**src/seg_pkg.sv**
```systemverilog
`default_nettype none

package seg_pkg;

	localparam int NUM_DIGITS = 8;

	typedef enum logic
	{
		mode_hex   = 1'b0,
		mode_mixed = 1'b1
	} disp_mode_e;

	// one display word, read either as eight hex nibbles or as four glyphs over four nibbles
	typedef union packed
	{
		logic [NUM_DIGITS-1:0][3:0] hex;
		struct packed
		{
			logic [3:0][3:0] glyph;
			logic [3:0][3:0] nib;
		} mixed;
	} disp_word_u;

	// segments are active low, bit 0 is segment a and bit 6 is segment g
	function automatic logic [6:0] hex_segments(input logic [3:0] nibble);
		logic [6:0] seg;
		case (nibble)
			4'h0: seg = 7'b1000000;
			4'h1: seg = 7'b1111001;
			4'h2: seg = 7'b0100100;
			4'h3: seg = 7'b0110000;
			4'h4: seg = 7'b0011001;
			4'h5: seg = 7'b0010010;
			4'h6: seg = 7'b0000010;
			4'h7: seg = 7'b1111000;
			4'h8: seg = 7'b0000000;
			4'h9: seg = 7'b0010000;
			4'ha: seg = 7'b0001000;
			4'hb: seg = 7'b0000011;
			4'hc: seg = 7'b1000110;
			4'hd: seg = 7'b0100001;
			4'he: seg = 7'b0000110;
			default: seg = 7'b0001110;
		endcase
		return seg;
	endfunction

	function automatic logic [6:0] glyph_segments(input logic [3:0] code);
		logic [6:0] seg;
		case (code)
			4'd1: seg = 7'b0001011;
			4'd2: seg = 7'b0010010;
			4'd3: seg = 7'b1111001;
			4'd4: seg = 7'b0001001;
			4'd5: seg = 7'b0000110;
			4'd6: seg = 7'b1000111;
			4'd7: seg = 7'b0001100;
			4'd8: seg = 7'b0101111;
			4'd9: seg = 7'b0100011;
			4'd10: seg = 7'b0101011;
			4'd11: seg = 7'b1100011;
			4'd12: seg = 7'b0111111;
			// code 0 and the unused codes 13 to 15 are blank
			default: seg = 7'b1111111;
		endcase
		return seg;
	endfunction

endpackage

`default_nettype wire

```
**src/value_receiver.sv**
```systemverilog
`timescale 1ns/1ns
`default_nettype none

module value_receiver #(
	parameter int FIFO_DEPTH = 4
) (
	input  wire                 clk,
	input  wire                 rst_n,
	input  logic                in_valid,
	input  logic [31:0]         in_data,
	input  seg_pkg::disp_mode_e in_mode,
	input  logic                frame_end,
	output logic                credit,
	output seg_pkg::disp_word_u disp_word,
	output seg_pkg::disp_mode_e disp_mode
);

	localparam int PTR_W = (FIFO_DEPTH > 1) ? $clog2(FIFO_DEPTH) : 1;
	localparam int CNT_W = $clog2(FIFO_DEPTH + 1);

	logic [31:0]         word_mem [FIFO_DEPTH];
	seg_pkg::disp_mode_e mode_mem [FIFO_DEPTH];

	logic [PTR_W-1:0] wr_ptr;
	logic [PTR_W-1:0] rd_ptr;
	logic [CNT_W-1:0] count;

	logic push;
	logic pop;

	// the producer only sends while it holds credit, so every valid word fits
	assign push = in_valid;
	// a word only leaves the FIFO at the last cycle of a scan frame
	assign pop  = frame_end && (count != '0);

	always_ff @(posedge clk)
	begin
		if (push)
		begin
			word_mem[wr_ptr] <= in_data;
			mode_mem[wr_ptr] <= in_mode;
		end
	end

	always_ff @(posedge clk or negedge rst_n)
	begin
		if (!rst_n)
		begin
			wr_ptr <= '0;
			rd_ptr <= '0;
			count  <= '0;
		end
		else
		begin
			if (push)
			begin
				if (wr_ptr == PTR_W'(FIFO_DEPTH - 1))
					wr_ptr <= '0;
				else
					wr_ptr <= wr_ptr + 1'b1;
			end
			if (pop)
			begin
				if (rd_ptr == PTR_W'(FIFO_DEPTH - 1))
					rd_ptr <= '0;
				else
					rd_ptr <= rd_ptr + 1'b1;
			end
			case ({push, pop})
				2'b10: count <= count + 1'b1;
				2'b01: count <= count - 1'b1;
				default: count <= count;
			endcase
		end
	end

	// credit goes back in the same cycle the new word first shows on the display
	always_ff @(posedge clk or negedge rst_n)
	begin
		if (!rst_n)
		begin
			credit    <= 1'b0;
			disp_word <= '0;
			disp_mode <= seg_pkg::mode_hex;
		end
		else
		begin
			credit <= pop;
			if (pop)
			begin
				disp_word <= word_mem[rd_ptr];
				disp_mode <= mode_mem[rd_ptr];
			end
		end
	end

endmodule

`default_nettype wire

```
**src/scan_timer.sv**
```systemverilog
`timescale 1ns/1ns
`default_nettype none

module scan_timer #(
	parameter int DIV_BITS = 17
) (
	input  wire        clk,
	input  wire        rst_n,
	output logic [2:0] digit_sel,
	output logic       frame_end
);

	localparam int CNT_W = DIV_BITS + 3;

	logic [CNT_W-1:0] div_cnt;

	always_ff @(posedge clk or negedge rst_n)
	begin
		if (!rst_n)
			div_cnt <= '0;
		else
			div_cnt <= div_cnt + 1'b1;
	end

	// each digit stays active for 2**DIV_BITS cycles
	assign digit_sel = div_cnt[CNT_W-1:DIV_BITS];

	// last cycle of digit 7, the counter wraps on the next edge
	assign frame_end = &div_cnt;

endmodule

`default_nettype wire

```
**src/zero_blanker.sv**
```systemverilog
`timescale 1ns/1ns
`default_nettype none

module zero_blanker (
	input  seg_pkg::disp_word_u disp_word,
	input  seg_pkg::disp_mode_e disp_mode,
	output logic [7:0]          digit_en
);

	logic seen;

	always_comb
	begin
		digit_en = '0;
		seen     = 1'b0;
		if (disp_mode == seg_pkg::mode_mixed)
		begin
			// glyph digits are always lit, a blank glyph just shows no segments
			digit_en[7:4] = 4'hf;
			for (int k = 3; k >= 0; k--)
			begin
				seen        = seen | (disp_word.mixed.nib[k] != 4'h0);
				digit_en[k] = seen;
			end
		end
		else
		begin
			for (int k = seg_pkg::NUM_DIGITS - 1; k >= 0; k--)
			begin
				seen        = seen | (disp_word.hex[k] != 4'h0);
				digit_en[k] = seen;
			end
		end
		// a zero value still shows one "0"
		digit_en[0] = 1'b1;
	end

endmodule

`default_nettype wire

```
**src/segment_driver.sv**
```systemverilog
`timescale 1ns/1ns
`default_nettype none

module segment_driver (
	input  logic [2:0]          digit_sel,
	input  seg_pkg::disp_word_u disp_word,
	input  seg_pkg::disp_mode_e disp_mode,
	input  logic [7:0]          digit_en,
	output logic [6:0]          a_to_g,
	output logic [7:0]          an
);

	logic       glyph_sel;
	logic [3:0] code;

	// only the upper half of a mixed word holds glyph codes
	assign glyph_sel = (disp_mode == seg_pkg::mode_mixed) && digit_sel[2];

	// the glyph and hex views keep each digit's code at the same bits, and the mode picks the decode
	assign code = disp_word.hex[digit_sel];

	always_comb
	begin
		if (glyph_sel)
			a_to_g = seg_pkg::glyph_segments(code);
		else
			a_to_g = seg_pkg::hex_segments(code);
	end

	// the display is common anode, so the active digit has its anode pulled low
	always_comb
	begin
		an = '1;
		for (int k = 0; k < seg_pkg::NUM_DIGITS; k++)
		begin
			if ((digit_sel == 3'(k)) && digit_en[k])
				an[k] = 1'b0;
		end
	end

endmodule

`default_nettype wire

```
**src/seg_display_top.sv**
```systemverilog
`timescale 1ns/1ns
`default_nettype none

module seg_display_top #(
	parameter int FIFO_DEPTH = 4,
	parameter int DIV_BITS   = 17
) (
	input  wire                 clk,
	input  wire                 rst_n,
	input  logic                in_valid,
	input  logic [31:0]         in_data,
	input  seg_pkg::disp_mode_e in_mode,
	output logic                credit,
	output logic [6:0]          a_to_g,
	output logic [7:0]          an
);

	logic [2:0]          digit_sel;
	logic                frame_end;
	logic [7:0]          digit_en;
	seg_pkg::disp_word_u disp_word;
	seg_pkg::disp_mode_e disp_mode;

	value_receiver #(
		.FIFO_DEPTH(FIFO_DEPTH)
	) u_receiver (
		.clk      (clk),
		.rst_n    (rst_n),
		.in_valid (in_valid),
		.in_data  (in_data),
		.in_mode  (in_mode),
		.frame_end(frame_end),
		.credit   (credit),
		.disp_word(disp_word),
		.disp_mode(disp_mode)
	);

	scan_timer #(
		.DIV_BITS(DIV_BITS)
	) u_scan (
		.clk      (clk),
		.rst_n    (rst_n),
		.digit_sel(digit_sel),
		.frame_end(frame_end)
	);

	zero_blanker u_blank (
		.disp_word(disp_word),
		.disp_mode(disp_mode),
		.digit_en (digit_en)
	);

	segment_driver u_drive (
		.digit_sel(digit_sel),
		.disp_word(disp_word),
		.disp_mode(disp_mode),
		.digit_en (digit_en),
		.a_to_g   (a_to_g),
		.an       (an)
	);

endmodule

`default_nettype wire

```
**config.mk**
```make
export PLATFORM = sky130hd
export DESIGN_NAME = seg_display_top
export DESIGN_NICKNAME = d
export VERILOG_FILES = /design/src/seg_pkg.sv /design/src/value_receiver.sv /design/src/scan_timer.sv /design/src/zero_blanker.sv /design/src/segment_driver.sv /design/src/seg_display_top.sv
export SDC_FILE = /design/constraint.sdc
export NUM_CORES = 1
export LEC_CHECK = 0
export BUFFER_PORTS_ARGS = -buffer_cell sky130_fd_sc_hd__buf_2
export CORE_MARGIN = 10
export CORE_UTILIZATION = 68
export CTS_BUF_LIST = sky130_fd_sc_hd__clkbuf_8
export DETAILED_ROUTE_END_ITERATION = 10
export PLACE_DENSITY = 0.88
export SYNTH_ARGS = -nofsm -noshare
export SYNTH_HDL_FRONTEND = slang
export SYNTH_HIERARCHICAL = 1
export SYNTH_SLANG_ARGS = --single-unit
```
**constraint.sdc**
```tcl
create_clock -name clk -period 4.2 [get_ports clk]
set_clock_uncertainty 0.1 [all_clocks]
set_input_delay 0 -clock clk [delete_from_list [all_inputs] [get_ports clk]]
set_output_delay 0 -clock clk [all_outputs]
set_load 0.02 [all_outputs]
```
== Word-level counts from Yosys, hierarchy flattened ==
Memory sizes are Yosys's and may differ from the RTL's. A register that Yosys moved wholly into a read port is not among the register bits.
Index checks and enable logic that the tools add are counted.

* Multipliers: 0
* Bitwise operators: 10
* Shift operators: 0
* Add/subtract/negate cells: 5
* Reductions and logical operators: 23
* Multiplexer cells: 17
* Divide/modulo/power cells: 0
* Eq/ne operators: 11
* Magnitude comparators: 1

{| class="wikitable"
|+ Operator list
! cell !! count
|-
| $reduce_bool 4->1 || 8
|-
| $add 20x1->20 const B || 1
|-
| $reduce_and 20->1 || 1
|-
| $bmux 4 s3 || 1
|-
| $eq 3x3->1 const B || 4
|-
| $mux 1 || 10
|-
| $or 1x1->1 || 10
|-
| $logic_and 1x1->1 || 9
|-
| $mux 8 || 1
|-
| $mux 7 || 1
|-
| $eq 2x2->1 const B || 3
|-
| $eq 3x2->1 const B || 2
|-
| $pmux 3 s2 || 1
|-
| $add 2x1->2 const B || 2
|-
| $lt 3x4->1 const B || 1
|-
| $mux 2 || 2
|-
| $mux 4 || 1
|-
| $add 3x1->3 const B || 1
|-
| $eq 3x1->1 const B || 1
|-
| $logic_not 3->1 || 1
|-
| $reduce_bool 3->1 || 1
|-
| $sub 3x1->3 const B || 1
|-
| $eq 2x1->1 const B || 1
|-
| $logic_not 1->1 || 2
|-
| $reduce_bool 2->1 || 1
|}

* Output and inout port bits: 16
* Word-level logic and storage cells: 76
* Latch bits: 0
* Memories kept: 4
* Bits in writable memories: 132
* Bits in registers: 28
* Memory bits (read-only): 224
* Bits of input ports: 36

{| class="wikitable"
|+ Memories
! name !! depth !! width !! rd ports !! clocked after Yosys merged registers in !! write ports !! line !! RTL
|-
| u_receiver.word_mem || 4 || 32 || 1 || 1 || 1 || value_receiver.sv:21 || <nowiki>logic [31:0] word_mem [FIFO_DEPTH];</nowiki>
|-
| (name not given) || 16 || 7 || 1 || 0 || 0 || seg_pkg.sv:50 || <nowiki>case (code)</nowiki>
|-
| (name not given) || 16 || 7 || 1 || 0 || 0 || seg_pkg.sv:27 || <nowiki>case (nibble)</nowiki>
|-
| u_receiver.mode_mem || 4 || 1 || 1 || 1 || 1 || value_receiver.sv:22 || <nowiki>seg_pkg::disp_mode_e mode_mem [FIFO_DEPTH];</nowiki>
|}

== Logic depth before layout (Yosys ltp) ==
* Depth in word-level cells: 11
* Depth in mapped cells: 13
* Gate-level depth less buffers: 12

== Cells and area by module ==
Netlist, hierarchy kept.

{| class="wikitable"
|+ Modules (own cells, without submodules)
! module !! seq. area each (um^2) !! cells an instance !! instances !! area each (um^2)
|-
| value_receiver || 4989.8 || 281 || 1 || 6458.7
|-
| scan_timer || 500.5 || 76 || 1 || 903.4
|-
| segment_driver || 0.0 || 95 || 1 || 802.0
|-
| zero_blanker || 0.0 || 18 || 1 || 120.1
|}

== Worst setup path before layout ==
Ideal clock, no wire load.

* Path type: reg-to-reg
* Start point: register u_scan.div_cnt[0]
* End point: register u_receiver.count[2]
* Setup slack: 1.572 ns
* Library setup time: 0.079 ns
* Arrival time: 2.449 ns
* Data required time: 4.021 ns
* Stages on the path, launching flop included: 14
* Clock period less this slack: 2.628 ns
* Path buffers: 1
* Path through: dfrtp_1 > ha_1 > nand4_1 > nor4_4 > and3_1 > o31ai_4 > buf_6 > inv_1 > ha_1 > inv_1 > fa_1 > xor2_1 > nor2_1 > xor2_1

* Longest elaborated chain between the ends: 4
* Elaborated cells on any way between the ends: 6
* Classes of those cells: eq/ne: 2; mux: 1; reduce/logical: 3

{| class="wikitable"
|+ RTL lines
! element !! line !! RTL
|-
| from (decl) || scan_timer.sv:15 || <nowiki>logic [CNT_W-1:0] div_cnt;</nowiki>
|-
| from (signal assigned) || scan_timer.sv:22 || <nowiki>div_cnt <= div_cnt + 1'b1;</nowiki>
|-
| $reduce_and 20->1 (*) || scan_timer.sv:29 || <nowiki>assign frame_end = &div_cnt;</nowiki>
|-
| named net frame_end || seg_display_top.sv:19 || <nowiki>logic frame_end;</nowiki>
|-
| $logic_and 1x1->1 (*) || value_receiver.sv:34 || <nowiki>assign pop = frame_end && (count != '0);</nowiki>
|-
| named net u_receiver.pop || value_receiver.sv:29 || <nowiki>logic pop;</nowiki>
|-
| $eq 2x1->1 or $eq 2x2->1 (tied branches) || value_receiver.sv:69 || <nowiki>case ({push, pop})</nowiki>
|-
| $pmux 3 s2 or $reduce_bool 2->1 (tied branches) || n/a ||
|-
| to (signal assigned) || value_receiver.sv:70 || <nowiki>2'b10: count <= count + 1'b1;</nowiki>
|-
| to (signal assigned) || value_receiver.sv:71 || <nowiki>2'b01: count <= count - 1'b1;</nowiki>
|-
| to (signal assigned) || value_receiver.sv:72 || <nowiki>default: count <= count;</nowiki>
|-
| to (decl) || value_receiver.sv:26 || <nowiki>logic [CNT_W-1:0] count;</nowiki>
|}

The timed path passes the listed nets; every way through them passes the cells marked *.
A chain may end at the register's enable or synchronous reset.

== Worst setup path after layout ==
* Start point: register u_scan.div_cnt[18]
* End point: output a_to_g[0]

* Longest elaborated chain between the ends: 4
* Elaborated cells on any way between the ends: 5
* Classes of those cells: mux: 3; memory: 2

{| class="wikitable"
|+ RTL lines
! element !! line !! RTL
|-
| $bmux 4 s3 (*) || segment_driver.sv:20 || <nowiki>assign code = disp_word.hex[digit_sel];</nowiki>
|-
| $mux 4 (implied by the code) (*) || segment_driver.sv:20 ||
|-
| $mem_v2 16x7 (on tied branches) || n/a ||
|-
| $mux 7 (*) || segment_driver.sv:24 || <nowiki>if (glyph_sel)</nowiki>
|-
| to (decl) || seg_display_top.sv:14 || <nowiki>output logic [6:0] a_to_g,</nowiki>
|}

Every way passes the cells marked *; elsewhere a longest branch is shown, timed or not. The select of a mux whose other input is x is not followed.

==> impl_results.md <==
- Status: completed
- Final Hold Violating Endpoints: 0
- Worst vdd ir: between 0.4 and 0.5 mV
- Clock Power Share: between 20% and 30%
- Int Pwr: ~2.9 mW
- Total gr overflow: 0
- # nets final: 610
- H-tree levels: 4
- Longest Clk Path Bufs: 2
- Row count: 40
- WP buf/inv: 1
- Final period util: between 80% and 90%
- Sequential area share after synthesis: about 66%
- Sw frac: between 20% and 30%
- DIE AREA: between 15000 and 20000 um2
- Critical-path cell list: mux4_2 > mux2i_2 > ha_1 > nor2_1 > a32o_1 > a221oi_2 > buf_2
- First DRT Iteration DRCs: 385
- Worst Path Max Fanout: 18
- Worst Setup SP: u_scan/div_cnt[18]
- Synth Cell Area: approximately 8300 um2
- 1st-pass router iterations: 5
- Antenna cells: 0
- Layout cells sized above 1: 31.99%
- DR DRC count: 0
- Power Density: 419.5 nW/um2
- Routability Congestion: between 0.8 and 0.9
- Top delay family on crit path: multiplexers
- Clock slew at reported path FFs: ~0.10 ns
- Synth top area share: about 48%
- Top_reg_cell synth: edfxtp_1
- First-pass GRT wire length: approximately 27000 um
- Fin util: between 70% and 80%
- Clock Tree Root: clkbuf_8
- Count of cell types in the netlist: between 50 and 60
- WL/cell: about 23 um
- Hold WC Path Type: primary input to async pin
- Post-synth ARST share: between 30% and 40%
- Most area-consuming cells after synthesis: edfxtp_1 48%, dfrtp_1 18%, mux4_2 11%, mux2_2 4.6%, ha_1 2.1%
- # placed instances: 652
- # setup viols final: 0
- Clock latency on the worst-skew pair: around 0.46 ns
- Vias in the first global route: about 4800
- Num CTS Buffers: 17
- Vias/cell: 6.221
- IO Pins: 52
- Switching power: roughly 1 mW
- Final ANT Viol Nets: 0
- Syn avg cell area: between 15 and 20 um2
- Seq pwr share: approximately 61%
- Die Wd: roughly 130 um
- Gates resized, CTS repair: 0
- Worst-Margin Slew: a little under 0.9 ns
- Die height: roughly 130 um
- Layout Cells excl Fill: 719
- Vias: 4473
- Headroom to the max-slew limit: between 40 and 50%
- Critical path arrival: 3.40 ns
- Port Buffer Count: between 50 and 60
- Worst path required time: a little over 4 ns
- Critical path type: register to output port
- Gate Count Post-Synth: 470
- Core Region: roughly 12000 um2
- RSZ-0062 raised after global routing: no
- Tmin final: 3.499 ns
- EDFF count, synth: approximately 130
- Slowest stage cell on the critical path: dfrtp_1
- Synth area leader: edfxtp_1
- Post-synth net total: 521
- Reg-to-reg startpoint: u_scan/div_cnt[18]
- WL final: about 17000 um
- Layout area overhead: 12.67%
- Setup TNS: 0 ns
- Endpoint class of the critical path: output port
- Post-CTS setup buffer count: 0
- Initial antenna violation count: 0
- Fin. max-slew vios: 0
- Clock tree from TritonCTS: done
- Starting Density: roughly 69%
- Largest net degree at the start of global routing: between 60 and 70
- Delay of the slowest cell on the worst path: around 0.85 ns
- Startpoint Class: register
- Max_cap viols: 0
- Sink Count: around 190
- Max Fclk: 0.2858 GHz
- Yosys warns: 6
- Gr usage total: 21.65%
- Worst R2R Setup Slack: 1.16 ns
- Dpl hpwl: slightly above 10000 um
- Combinational share of power: a little under a tenth
- Cts-stage hold buffer count: 35
- P_leak: ~3.6 nW
- Synthesized flop and latch total: just under 200
cell type report:
type | count | area, um2
repair buffers | 94 | 665.6
multi-input cells | 241 | 2562
flip-flops and latches | 193 | 5493
clock buffers | 17 | 234.0
inverters | 12 | 45.04
fillers | 607 | 2628
well taps | 147 | 183.9
clock inverters | 15 | 150.1
logic make-up (layout without fill, tap and decap cells):
kind of cell / count (synthesis) / in the layout / share of synthesized area (%)
other: 1 / 1 / 0.04527
adder cells (fa/ha/maj): 15 / 15 / 2.356
flip-flops: 193 / 193 / 66.27
AO/OA/AOI/OAI: 29 / 29 / 2.673
AND/OR/NAND/NOR: 90 / 90 / 6.283
XOR/XNOR: 21 / 21 / 2.220
buffers and inverters: 36 / 138 / 2.794
multiplexers: 85 / 85 / 17.35
state kept, by name (all words and copies together), names as in the netlist:
| signal | flops |
|---|---|
| u_receiver/count | 3 |
| u_receiver/credit | 1 |
| u_receiver/disp_mode | 1 |
| u_receiver/disp_word | 32 |
| u_receiver/mode_mem | 4 |
| u_receiver/rd_ptr | 2 |
| u_receiver/word_mem | 128 |
| u_receiver/wr_ptr | 2 |
| u_scan/div_cnt | 20 |
cell usage in the layout, fill, tap and decap left out, types with 4 or more instances in the layout:
cell           netlist  routed
nor2_1              11      11
mux2i_1              4       4
inv_1               11      12
inv_6                0       5
buf_4                4       8
nand2_1             17      17
dlygate4sd3_1        0      35
buf_2                5      51
mux2_2              34      34
nor3_1               6       6
ha_1                14      14
edfxtp_1           132     132
mux4_2              39      39
nor4_1               5       5
xnor2_1             16      16
dfrtp_1             61      59
nand4_1              8       8
xor2_1               5       5
clkbuf_8             0      17
o21ai_0              6       6
nand3_1             17      17
and2_1               5       5
cell usage after synthesis (all sizes together) (2+ instances only):
cell,instances
xnor2,16
mux2,38
mux4,41
buf,20
a21oi,3
and3,4
nand4,8
nor4,9
edfxtp,132
xor2,5
nor2,12
o21ai,9
nand2,18
nand3,19
mux2i,6
ha,14
and2,5
nor3,7
inv,12
nand4b,2
nand3b,2
dfrtp,61
o311ai,3
clkbuf,4
o211ai,3
o31ai,2
worst min-delay path, delay by kind of cell:
| kind | cells | cell delay (ns) |
|---|---|---|
| buf+inv | 3 | 1.19 |
power groups by stage:
stage	registers, mW	logic [mW]	clock network, mW
6_report	2.37	0.372	1.17
5_1_grt	2.39	0.410	1.26
4_1_cts	2.37	0.382	1.17
3_5_place_dp	2.41	0.353	0
3_3_place_gp	2.38	0.328	0
2_1_floorplan	2.38	0.202	0
per-layer routing:
metal  vias up  global-route usage (%)  share of wire [%]
met5         -                       0                  0
met2       163                   36.31                 52
met3        29                   4.915                6.2
met1      2271                   26.88                 39
met4         0                   8.895                2.0
li1       2010                       -                  -
metrics by stage:
step	setup slack, ns	power (mW)	instance area (um2)	hold WS (ns)
3_5_place_dp	1.162	2.762	8600	0.09022
4_1_cts	0.6850	3.921	9334	0.1327
6_report	0.7008	3.915	9334	0.1173
3_3_place_gp	1.253	2.711	8600	0.07915
2_1_floorplan	1.572	2.583	8284	-0.3956
5_1_grt	0.4550	4.064	9334	0.1746
final timing paths:
check | end | cells after the start
max reg2reg | u_receiver/count[2] | 12
max in group asynchronous | u_receiver/rd_ptr[1] | 3
min reg2reg | u_scan/div_cnt[0] | 1
max | a_to_g[0] | 7
min | u_scan/div_cnt[0] | 3
min in group clk | u_receiver/word_mem[3][3] | 2
Power figures use the tool's default switching activity.
